$ cat src/rtl/bmp_pkg.sv
package bmp_pkg;

   //////////////////////////////
   // Widths
   //////////////////////////////

   // Screen coordinates.
   localparam int gpu_x_width = 10;
   localparam int gpu_y_width = 9;

   // Image width field. Wider than the screen so font sheets fit.
   localparam int bmp_width_bits = 11;

   // Bytes in one padded row of up to 3 * 2047 rounded to 4.
   localparam int row_bytes_width = bmp_width_bits + 2;

   // Display colour in 5:6:5.
   localparam int color_r_width = 5;
   localparam int color_g_width = 6;
   localparam int color_b_width = 5;

   //////////////////////////////
   // File format
   //////////////////////////////

   localparam logic [15:0] bmp_magic_bm   = 16'h4D42;
   localparam logic [15:0] bmp_ih_size_v3 = 16'd40;
   localparam logic [15:0] bmp_depth_24   = 16'd24;

   // File header plus V3 info header, in 16-bit words.
   localparam int bmp_header_words = 27;
   localparam int word_idx_width   = 5;

   // Word positions of the fields the decoder looks at.
   localparam int word_magic   = 0;
   localparam int word_ih_size = 7;
   localparam int word_width   = 9;
   localparam int word_height  = 11;
   localparam int word_depth   = 14;
   localparam int word_size_lo = 17;
   localparam int word_size_hi = 18;
   localparam int word_palette = 23;

   typedef enum logic [1:0] {
      state_idle,
      state_header,
      state_image,
      state_discard_end
   } bmp_state_t;

   // Header words that get stored.
   typedef enum logic [2:0] {
      field_width_lo,
      field_height_lo,
      field_depth,
      field_image_size_lo,
      field_image_size_hi,
      field_palette_lo,
      field_none
   } bmp_field_t;

endpackage

$ cat src/rtl/bmp_decode_fsm.sv
module bmp_decode_fsm (
   input  logic                               clk,
   input  logic                               reset,
   input  logic                               start,
   input  logic                               pause,
   input  logic                               data_valid,
   input  logic [15:0]                        data,
   input  logic [bmp_pkg::bmp_width_bits-1:0] width,
   input  logic [bmp_pkg::gpu_y_width-1:0]    height,
   input  logic [15:0]                        depth,
   input  logic [15:0]                        palette_size,
   input  logic                               last_pixel,
   input  logic                               bytes_done,
   output logic                               ready,
   output logic                               finished,
   output logic                               accept,
   output bmp_pkg::bmp_field_t                field_sel,
   output logic                               image_begin,
   output logic                               image_phase,
   output bmp_pkg::bmp_state_t                state
);
   import bmp_pkg::*;

   logic [word_idx_width-1:0] word_idx;
   logic                      in_header;
   logic                      last_word;
   logic                      data_bad;
   logic                      stored_bad;

   //////////////////////////////
   // Handshake
   //////////////////////////////

   // Trailing bytes are drained even while paused.
   assign ready = (state != state_idle) &&
                  (!pause || state == state_discard_end);

   // A word arriving with start is dropped.
   assign accept = ready && data_valid && !start;

   assign finished    = (state == state_idle);
   assign image_phase = (state == state_image);
   assign in_header   = (state == state_header);
   assign last_word   = (word_idx == word_idx_width'(bmp_header_words - 1));

   //////////////////////////////
   // Header checks
   //////////////////////////////

   // Fields that are only checked, never stored.
   always_comb begin
      data_bad = 1'b0;
      case (word_idx)
         word_magic:   data_bad = (data != bmp_magic_bm);
         word_ih_size: data_bad = (data != bmp_ih_size_v3);
         default:      data_bad = 1'b0;
      endcase
   end

   // Stored fields are checked once their word has gone by.
   // A zero sized image is refused as well.
   assign stored_bad = (word_idx > word_depth && depth != bmp_depth_24) ||
                       (word_idx > word_palette && palette_size != 16'd0) ||
                       (word_idx > word_height && (width == '0 || height == '0));

   assign image_begin = in_header && accept && last_word && !data_bad && !stored_bad;

   // Field capture strobes.
   always_comb begin
      field_sel = field_none;
      if (in_header) begin
         case (word_idx)
            word_width:   field_sel = field_width_lo;
            word_height:  field_sel = field_height_lo;
            word_depth:   field_sel = field_depth;
            word_size_lo: field_sel = field_image_size_lo;
            word_size_hi: field_sel = field_image_size_hi;
            word_palette: field_sel = field_palette_lo;
            default:      field_sel = field_none;
         endcase
      end
   end

   //////////////////////////////
   // State register
   //////////////////////////////

   always_ff @(posedge clk) begin
      if (reset) begin
         state    <= state_idle;
         word_idx <= '0;
      end else if (start) begin
         state    <= state_header;
         word_idx <= '0;
      end else begin
         case (state)
            state_header: begin
               if (stored_bad) begin
                  state <= state_idle;
               end else if (accept) begin
                  word_idx <= word_idx + 1'b1;
                  if (data_bad) begin
                     state <= state_idle;
                  end else if (last_word) begin
                     state <= state_image;
                  end
               end
            end
            state_image: begin
               // Running out of bytes wins over the last pixel.
               if (accept) begin
                  if (bytes_done) begin
                     state <= state_idle;
                  end else if (last_pixel) begin
                     state <= state_discard_end;
                  end
               end
            end
            state_discard_end: begin
               if (accept && bytes_done) begin
                  state <= state_idle;
               end
            end
            default: begin
               state <= state_idle;
            end
         endcase
      end
   end

endmodule

$ cat src/rtl/bmp_header_fields.sv
module bmp_header_fields (
   input  logic                               clk,
   input  logic [15:0]                        data,
   input  logic                               accept,
   input  bmp_pkg::bmp_field_t                field_sel,
   output logic [bmp_pkg::bmp_width_bits-1:0] width,
   output logic [bmp_pkg::gpu_y_width-1:0]    height,
   output logic [15:0]                        depth,
   output logic [15:0]                        palette_size,
   output logic [31:0]                        image_size
);
   import bmp_pkg::*;

   //////////////////////////////
   // Field registers
   //////////////////////////////

   always_ff @(posedge clk) begin
      if (accept) begin
         case (field_sel)
            field_width_lo: begin
               // May be wider than the screen.
               width <= data[bmp_width_bits-1:0];
            end
            field_height_lo: begin
               // Limited to the screen height.
               height <= data[gpu_y_width-1:0];
            end
            field_depth: begin
               depth <= data;
            end
            field_image_size_lo: begin
               image_size[15:0] <= data;
            end
            field_image_size_hi: begin
               image_size[31:16] <= data;
            end
            field_palette_lo: begin
               // Upper half of the count is ignored.
               palette_size <= data;
            end
            default: begin
            end
         endcase
      end
   end

endmodule

$ cat src/rtl/bmp_raster_counter.sv
module bmp_raster_counter (
   input  logic                               clk,
   input  logic                               reset,
   input  logic                               accept,
   input  logic                               image_begin,
   input  logic                               image_phase,
   input  logic                               pixel_done,
   input  logic [bmp_pkg::bmp_width_bits-1:0] width,
   input  logic [bmp_pkg::gpu_y_width-1:0]    height,
   input  logic [31:0]                        image_size,
   output logic [bmp_pkg::gpu_x_width-1:0]    pos_x,
   output logic [bmp_pkg::gpu_y_width-1:0]    pos_y,
   output logic                               row_pad_lo,
   output logic                               row_pad_hi,
   output logic                               last_pixel,
   output logic                               bytes_done
);
   import bmp_pkg::*;

   logic [row_bytes_width-1:0] pix_bytes;
   logic [row_bytes_width-1:0] pix_round;
   logic [row_bytes_width-1:0] row_len;
   logic [row_bytes_width-1:0] byte_pos;
   logic [row_bytes_width-1:0] byte_pos_hi;
   logic [row_bytes_width-1:0] byte_pos_next;
   logic [bmp_width_bits-1:0]  column;
   logic [gpu_y_width-1:0]     row;
   logic [31:0]                remaining;
   logic                       last_column;
   logic                       row_wrap;

   // Three bytes per pixel and rows padded to 4 bytes.
   assign pix_bytes = {2'b00, width} + {1'b0, width, 1'b0};
   assign pix_round = pix_bytes + row_bytes_width'(3);
   assign row_len   = {pix_round[row_bytes_width-1:2], 2'b00};

   // Rows are a multiple of 4, so a word never straddles two rows.
   assign byte_pos_hi   = byte_pos + 1'b1;
   assign byte_pos_next = byte_pos + row_bytes_width'(2);
   assign row_wrap      = (byte_pos_next == row_len);
   assign row_pad_lo    = (byte_pos >= pix_bytes);
   assign row_pad_hi    = (byte_pos_hi >= pix_bytes);

   assign last_column = (column == width - 1'b1);
   assign last_pixel  = pixel_done && last_column && (row == '0);
   assign bytes_done  = (remaining <= 32'd2);

   always_ff @(posedge clk) begin
      if (reset) begin
         byte_pos  <= '0;
         column    <= '0;
         row       <= '0;
         remaining <= '0;
      end else if (image_begin) begin
         // Bottom row first.
         byte_pos  <= '0;
         column    <= '0;
         row       <= height - 1'b1;
         remaining <= image_size;
      end else begin
         if (accept) begin
            remaining <= bytes_done ? 32'd0 : remaining - 32'd2;
         end
         if (accept && image_phase) begin
            if (row_wrap) begin
               byte_pos <= '0;
               row      <= row - 1'b1;
            end else begin
               byte_pos <= byte_pos_next;
            end
         end
         if (pixel_done) begin
            column <= last_column ? '0 : column + 1'b1;
         end
      end
   end

   // Coordinates land on the same edge as the pixel.
   always_ff @(posedge clk) begin
      if (pixel_done) begin
         pos_x <= column[gpu_x_width-1:0];
         pos_y <= row;
      end
   end

endmodule

$ cat src/rtl/bgr_unpacker.sv
module bgr_unpacker (
   input  logic                              clk,
   input  logic                              reset,
   input  logic                              start,
   input  logic                              accept,
   input  logic                              image_begin,
   input  logic                              image_phase,
   input  logic                              row_pad_lo,
   input  logic                              row_pad_hi,
   input  logic [15:0]                       data,
   output logic                              pixel_valid,
   output logic [bmp_pkg::color_r_width-1:0] pixel_r,
   output logic [bmp_pkg::color_g_width-1:0] pixel_g,
   output logic [bmp_pkg::color_b_width-1:0] pixel_b,
   output logic                              pixel_done
);
   import bmp_pkg::*;

   typedef enum logic [1:0] {
      phase_blue,
      phase_green,
      phase_red
   } byte_phase_t;

   byte_phase_t              phase;
   byte_phase_t              phase_n;
   logic [color_b_width-1:0] blue_q;
   logic [color_b_width-1:0] blue_n;
   logic [color_b_width-1:0] out_b;
   logic [color_g_width-1:0] green_q;
   logic [color_g_width-1:0] green_n;
   logic [color_g_width-1:0] out_g;
   logic [color_r_width-1:0] out_r;
   logic [7:0]               cur_byte;
   logic                     cur_pad;

   //////////////////////////////
   // Byte walk from the low byte
   //////////////////////////////

   always_comb begin
      phase_n    = phase;
      blue_n     = blue_q;
      green_n    = green_q;
      out_b      = blue_q;
      out_g      = green_q;
      out_r      = '0;
      pixel_done = 1'b0;
      cur_byte   = data[7:0];
      cur_pad    = row_pad_lo;
      if (accept && image_phase) begin
         for (int i = 0; i < 2; i++) begin
            cur_byte = (i == 0) ? data[7:0] : data[15:8];
            cur_pad  = (i == 0) ? row_pad_lo : row_pad_hi;
            if (!cur_pad) begin
               case (phase_n)
                  phase_blue: begin
                     blue_n  = cur_byte[7 -: color_b_width];
                     phase_n = phase_green;
                  end
                  phase_green: begin
                     green_n = cur_byte[7 -: color_g_width];
                     phase_n = phase_red;
                  end
                  default: begin
                     // Take blue and green before a following blue replaces them.
                     out_b      = blue_n;
                     out_g      = green_n;
                     out_r      = cur_byte[7 -: color_r_width];
                     pixel_done = 1'b1;
                     phase_n    = phase_blue;
                  end
               endcase
            end
         end
      end
   end

   always_ff @(posedge clk) begin
      if (reset) begin
         phase       <= phase_blue;
         pixel_valid <= 1'b0;
      end else if (start) begin
         phase       <= phase_blue;
         pixel_valid <= 1'b0;
      end else begin
         phase       <= image_begin ? phase_blue : phase_n;
         pixel_valid <= pixel_done;
      end
   end

   // Partial pixel and output colour.
   always_ff @(posedge clk) begin
      blue_q  <= blue_n;
      green_q <= green_n;
      if (pixel_done) begin
         pixel_r <= out_r;
         pixel_g <= out_g;
         pixel_b <= out_b;
      end
   end

endmodule

$ cat src/rtl/image_decode_bmp.sv
module image_decode_bmp (
   input  logic                              clk,
   input  logic                              reset,
   input  logic                              pause,
   input  logic                              start,
   output logic                              finished,
   input  logic                              data_valid,
   output logic                              ready,
   input  logic [15:0]                       data,
   output logic                              pixel_valid,
   output logic [bmp_pkg::gpu_x_width-1:0]   pos_x,
   output logic [bmp_pkg::gpu_y_width-1:0]   pos_y,
   output logic [bmp_pkg::color_r_width-1:0] pixel_r,
   output logic [bmp_pkg::color_g_width-1:0] pixel_g,
   output logic [bmp_pkg::color_b_width-1:0] pixel_b
);
   import bmp_pkg::*;

   logic                      accept;
   logic                      image_begin;
   logic                      image_phase;
   bmp_field_t                field_sel;
   bmp_state_t                state;
   logic [bmp_width_bits-1:0] width;
   logic [gpu_y_width-1:0]    height;
   logic [15:0]               depth;
   logic [15:0]               palette_size;
   logic [31:0]               image_size;
   logic                      row_pad_lo;
   logic                      row_pad_hi;
   logic                      last_pixel;
   logic                      bytes_done;
   logic                      pixel_done;

   //////////////////////////////
   // Control
   //////////////////////////////

   bmp_decode_fsm i_bmp_decode_fsm (
      .clk          (clk),
      .reset        (reset),
      .start        (start),
      .pause        (pause),
      .data_valid   (data_valid),
      .data         (data),
      .width        (width),
      .height       (height),
      .depth        (depth),
      .palette_size (palette_size),
      .last_pixel   (last_pixel),
      .bytes_done   (bytes_done),
      .ready        (ready),
      .finished     (finished),
      .accept       (accept),
      .field_sel    (field_sel),
      .image_begin  (image_begin),
      .image_phase  (image_phase),
      .state        (state)
   );

   bmp_header_fields i_bmp_header_fields (
      .clk          (clk),
      .data         (data),
      .accept       (accept),
      .field_sel    (field_sel),
      .width        (width),
      .height       (height),
      .depth        (depth),
      .palette_size (palette_size),
      .image_size   (image_size)
   );

   //////////////////////////////
   // Pixel path
   //////////////////////////////

   bmp_raster_counter i_bmp_raster_counter (
      .clk         (clk),
      .reset       (reset),
      .accept      (accept),
      .image_begin (image_begin),
      .image_phase (image_phase),
      .pixel_done  (pixel_done),
      .width       (width),
      .height      (height),
      .image_size  (image_size),
      .pos_x       (pos_x),
      .pos_y       (pos_y),
      .row_pad_lo  (row_pad_lo),
      .row_pad_hi  (row_pad_hi),
      .last_pixel  (last_pixel),
      .bytes_done  (bytes_done)
   );

   bgr_unpacker i_bgr_unpacker (
      .clk         (clk),
      .reset       (reset),
      .start       (start),
      .accept      (accept),
      .image_begin (image_begin),
      .image_phase (image_phase),
      .row_pad_lo  (row_pad_lo),
      .row_pad_hi  (row_pad_hi),
      .data        (data),
      .pixel_valid (pixel_valid),
      .pixel_r     (pixel_r),
      .pixel_g     (pixel_g),
      .pixel_b     (pixel_b),
      .pixel_done  (pixel_done)
   );

endmodule

$ cat config.mk
export PLATFORM = sky130hd
export DESIGN_NAME = image_decode_bmp
export DESIGN_NICKNAME = d
export VERILOG_FILES = /design/src/rtl/bmp_pkg.sv /design/src/rtl/bmp_decode_fsm.sv /design/src/rtl/bmp_header_fields.sv /design/src/rtl/bmp_raster_counter.sv /design/src/rtl/bgr_unpacker.sv /design/src/rtl/image_decode_bmp.sv
export SDC_FILE = /design/constraint.sdc
export NUM_CORES = 1
export LEC_CHECK = 0
export BUFFER_PORTS_ARGS = -buffer_cell sky130_fd_sc_hd__clkbuf_2
export CAP_MARGIN = 25
export CORE_MARGIN = 4
export CORE_UTILIZATION = 67
export CTS_BUF_LIST = sky130_fd_sc_hd__clkbuf_8 sky130_fd_sc_hd__clkbuf_16
export DETAILED_ROUTE_END_ITERATION = 10
export PLACE_DENSITY = 0.91
export SLEW_MARGIN = 20
export SYNTH_ARGS = -nofsm -noshare
export SYNTH_HDL_FRONTEND = slang
export SYNTH_SLANG_ARGS = --single-unit
$ cat constraint.sdc
create_clock -name clk -period 15.25 [get_ports clk]
set_input_delay 0.7625 -clock clk [delete_from_list [all_inputs] [get_ports clk]]
set_output_delay 0.7625 -clock clk [all_outputs]
set_load 0.05 [all_outputs]
==> results.sh <==
export IMPL_dieWidth_um=137
export IMPL_layout_area_overhead_vs_synth_pct=10.6
export IMPL_core_area_mm2=0.0161
export IMPL_place_hpwl_mm=17.9
export IMPL_setup_violations=0
export IMPL_cap_viol_max_count=0
export IMPL_ys_async_sr_fraction=0
export IMPL_die_area_mm2=0.0187
export IMPL_antenna_violating_nets_post_route=0
export IMPL_globalRouteMet1Util=0.403
export IMPL_yosys_warnings=0
export IMPL_clock_tree_buffer_depth=3
export IMPL_worst_r2r_startpoint="i_bmp_header_fields.width[0]$_DFFE_PP_"
export IMPL_route_vias_total=8933
export IMPL_rrSetupSlack_ns=9.29
export IMPL_post_cts_resized_instances=0
export IMPL_timing_final_crit_period_ns=5.96
export IMPL_synth_enable_flop_cells=130
export IMPL_vdd_drop_max_mv=0.0679
export IMPL_cts_inserted_buffers=22
export IMPL_timing_fmax_mhz=168
export IMPL_first_global_vias=8398
export IMPL_grt_most_used_layer="met2"
export IMPL_synth_avg_cell_area_um2=10.4
export IMPL_pre_cts_ws_ns=9.47
export IMPL_crit_path_start_kind="flip-flop"
export IMPL_rr_worst_depth=18
export IMPL_synthDistinctLibCells=78
export IMPL_timing_critical_path_to_type="flip-flop"
export IMPL_min_delay_worst_endpoint="i_bgr_unpacker.pixel_b[3]$_DFFE_PP_"
export IMPL_globalRouteMet2Util=0.473
export IMPL_grt_first_pass_wirelength_mm=43.8
export IMPL_cts_root_buffer="sky130_fd_sc_hd__clkbuf_16"
export IMPL_gr_usage_met3=0.0485
export IMPL_grt_max_degree=55
export IMPL_placed_cells_incl_taps=1294
export IMPL_final_max_slew_violation_count=0
export IMPL_routed_wirelength_mm=27.6
export IMPL_worstHoldPathType="reg -> reg"
export IMPL_run_status="finished, final reports clean"
export IMPL_synth_fp_nets=1141
export IMPL_post_synth_instance_area_mm2=0.0111
export IMPL_port_buffer_count=58
export IMPL_fin_ws_ns=9.29
export IMPL_criticalPathCategory="reg -> reg"
export IMPL_final_common_cell="sky130_fd_sc_hd__edfxtp_1"
export IMPL_post_route_cells_drive_above_1_share=0.141
export IMPL_synthFlopType="sky130_fd_sc_hd__edfxtp_1"
export IMPL_report_final_hold_viol_count=0
export IMPL_finalWeightedCongestion=0.961
export IMPL_iteration_count_of_the_initial_detailed_routing_pass=6
export IMPL_ios=59
export IMPL_clock_tree_from_tritoncts="yes"
export IMPL_detailed_place_area_mm2=0.0116
export IMPL_first_iter_violations=1080
export IMPL_fin_tns_setup_ns=0
export IMPL_fin_crit_sh=0.391
export IMPL_relative_slew_slack=0.315
export IMPL_crit_fanout=49
export IMPL_cp_data_required_time_ns=15.67
export IMPL_finish_utilization=0.766
export IMPL_antenna_violations_before_repair=0
export IMPL_post_cts_setup_buffer_count=0
export IMPL_worst_slew_pin_transition_ns=1.02
export IMPL_design_area_mm2=0.0123
export IMPL_fp_row_count=46
export IMPL_cts_sink_count=204
export IMPL_grt_overflow=0
export IMPL_die_h_um=137
export IMPL_drc=0
export IMPL_leak_uw=0.00454
export IMPL_final_setup_skew_ns=0.0153
export IMPL_initial_core_util=0.693
export IMPL_grt_use_total=0.293
export IMPL_post_drt_via_cell_ratio=6.69
export IMPL_holdPathStages=0
export IMPL_synth_yosys_seq_area_share=0.484
export IMPL_power_per_cell_area_mw_per_mm2=98.9
export IMPL_reg2reg_to="i_bmp_raster_counter.column[3]$_SDFFE_PP0P_"
export IMPL_layout_common_cells="130 x sky130_fd_sc_hd__edfxtp_1, 79 x sky130_fd_sc_hd__nor2_1, 74 x sky130_fd_sc_hd__dfxtp_1, 68 x sky130_fd_sc_hd__nand2_1, 60 x sky130_fd_sc_hd__a21oi_1"
export IMPL_arrival_ns=6.39
export IMPL_detail_route_wl_per_cell_um=20.7
export IMPL_clock_slew_seen_by_the_registers_of_the_worst_setup_and_hold_paths_ns=0.06
export IMPL_nets=1177
export IMPL_post_route_insts_no_fill=1335
export IMPL_ys_seq_elements=204
export IMPL_unrepaired_setup_endpoints_after_global_routing="false"
export IMPL_hold_buffers=0
export IMPL_clock_latency_on_the_worst_skew_pair_ns=0.51
export IMPL_synthCells=1066
export IMPL_htreeDepth=1
export IMPL_min_delay_start="i_bgr_unpacker.blue_q[3]$_DFFE_PP_"
## critical path, cell delays in order (launching register included)
cell and delay [ns]:
sky130_fd_sc_hd__edfxtp_1 0.53, sky130_fd_sc_hd__ha_1 0.32, sky130_fd_sc_hd__inv_1 0.09, sky130_fd_sc_hd__fa_1 0.19
sky130_fd_sc_hd__nor2b_1 0.07, sky130_fd_sc_hd__o2111ai_1 0.39, sky130_fd_sc_hd__a311oi_1 0.18, sky130_fd_sc_hd__or3b_1 0.44
sky130_fd_sc_hd__and2_1 0.24, sky130_fd_sc_hd__ha_1 0.31, sky130_fd_sc_hd__nand2_1 0.05, sky130_fd_sc_hd__o31ai_1 0.31
sky130_fd_sc_hd__o2111ai_1 0.14, sky130_fd_sc_hd__nand2_1 0.39, sky130_fd_sc_hd__a211oi_1 0.13, sky130_fd_sc_hd__nor3_1 0.76
sky130_fd_sc_hd__inv_2 0.65, sky130_fd_sc_hd__a21o_1 0.44, sky130_fd_sc_hd__nor3_1 0.23
## cell families after synthesis
| family | count (synthesis) | share of synthesized area |
|---|---|---|
| flip-flops | 204 | 0.484 |
| AND/OR/NAND/NOR | 357 | 0.170 |
| buffers and inverters | 101 | 0.0343 |
| adder cells (fa/ha/maj) | 56 | 0.0634 |
| multiplexers | 36 | 0.0356 |
| AO/OA/AOI/OAI | 241 | 0.153 |
| XOR/XNOR | 71 | 0.0603 |
## power by group
part | internal, uW | total, uW | switching [uW]
clock network | 314 | 531 | 217
logic | 31.7 | 92.6 | 61.0
registers | 588 | 593 | 5.49
total | 933 | 1220 | 284
## Yosys cell counts, types with 8 or more instances
cell type / n / area share
sky130_fd_sc_hd__a211oi_1: 15 / 0.010
sky130_fd_sc_hd__a21oi_1: 60 / 0.027
sky130_fd_sc_hd__a222oi_1: 10 / 0.0090
sky130_fd_sc_hd__a31oi_1: 14 / 0.0079
sky130_fd_sc_hd__a32oi_1: 8 / 0.0063
sky130_fd_sc_hd__and2_1: 8 / 0.0045
sky130_fd_sc_hd__and3_1: 13 / 0.0073
sky130_fd_sc_hd__and4_1: 8 / 0.0063
sky130_fd_sc_hd__clkbuf_1: 55 / 0.019
sky130_fd_sc_hd__dfxtp_1: 74 / 0.13
sky130_fd_sc_hd__edfxtp_1: 130 / 0.35
sky130_fd_sc_hd__ha_1: 53 / 0.060
sky130_fd_sc_hd__inv_1: 41 / 0.014
sky130_fd_sc_hd__mux2_2: 29 / 0.029
sky130_fd_sc_hd__nand2_1: 68 / 0.023
sky130_fd_sc_hd__nand2b_1: 10 / 0.0056
sky130_fd_sc_hd__nand3_1: 25 / 0.011
sky130_fd_sc_hd__nand4_1: 11 / 0.0062
sky130_fd_sc_hd__nor2_1: 79 / 0.027
sky130_fd_sc_hd__nor3_1: 44 / 0.020
sky130_fd_sc_hd__nor4_1: 22 / 0.012
sky130_fd_sc_hd__o21ai_0: 43 / 0.019
sky130_fd_sc_hd__o31a_1: 10 / 0.0079
sky130_fd_sc_hd__o31ai_1: 10 / 0.0067
sky130_fd_sc_hd__or3_1: 17 / 0.0096
sky130_fd_sc_hd__or4_1: 12 / 0.0081
sky130_fd_sc_hd__xnor2_1: 33 / 0.026
sky130_fd_sc_hd__xor2_1: 34 / 0.027
## registers in the layout, summed over array words and instances, names as in the netlist
| signal | cells |
|---|---|
| i_bmp_header_fields.depth | 16 |
| i_bmp_decode_fsm.state | 2 |
| i_bgr_unpacker.pixel_g | 6 |
| i_bmp_raster_counter.pos_y | 9 |
| i_bmp_decode_fsm.word_idx | 5 |
| i_bmp_header_fields.image_size | 32 |
| i_bgr_unpacker.pixel_b | 5 |
| i_bgr_unpacker.pixel_r | 5 |
| i_bmp_header_fields.height | 9 |
| i_bmp_raster_counter.row | 9 |
| i_bgr_unpacker.blue_q | 5 |
| i_bmp_raster_counter.column | 11 |
| i_bgr_unpacker.green_q | 6 |
| i_bmp_raster_counter.pos_x | 10 |
| i_bmp_raster_counter.byte_pos | 12 |
| i_bmp_header_fields.palette_size | 16 |
| i_bgr_unpacker.phase | 2 |
| i_bmp_header_fields.width | 11 |
| i_bmp_raster_counter.remaining | 32 |
| i_bgr_unpacker.pixel_valid | 1 |
## worst max-delay path by stage
stage                                                       from                                          end  slack (ns)
after floorplan           i_bmp_header_fields.width[0]$_DFFE_PP_  i_bmp_raster_counter.column[3]$_SDFFE_PP0P_       10.24
after global placement    i_bmp_header_fields.width[0]$_DFFE_PP_  i_bmp_raster_counter.column[4]$_SDFFE_PP0P_        9.68
after detailed placement  i_bmp_header_fields.width[0]$_DFFE_PP_  i_bmp_raster_counter.column[3]$_SDFFE_PP0P_        9.47
after CTS                 i_bmp_header_fields.width[0]$_DFFE_PP_  i_bmp_raster_counter.column[3]$_SDFFE_PP0P_        9.37
after global routing      i_bmp_header_fields.width[0]$_DFFE_PP_  i_bmp_raster_counter.column[3]$_SDFFE_PP0P_        8.83
final                     i_bmp_header_fields.width[0]$_DFFE_PP_  i_bmp_raster_counter.column[3]$_SDFFE_PP0P_        9.29
## cell type report
type                            count  area, um2
Fill cell                        1001       3750
Multi-Input combinational cell    761       5370
Tap cell                          216        270
Clock inverter                     16        140
Inverter                           42        158
Sequential cell                   204       5390
Antenna cell                        1       2.50
Clock buffer                       24        589
Timing Repair Buffer               71        388
## stage by stage
step | hold WS [ns] | total power [uW]
2_1_floorplan | 0.443 | 668
3_3_place_gp | 0.425 | 690
3_5_place_dp | 0.432 | 693
4_1_cts | 0.446 | 1220
5_1_grt | 0.461 | 1250
6_report | 0.446 | 1220
## layer usage
| metal | up-vias | wire (um) |
|---|---|---|
| met5 | - | 0 |
| met4 | 0 | 938 |
| met3 | 87 | 2540 |
| met2 | 511 | 13200 |
| met1 | 4238 | 10900 |
| li1 | 4097 | - |
Note: power is estimated with default switching activity, not from simulation.
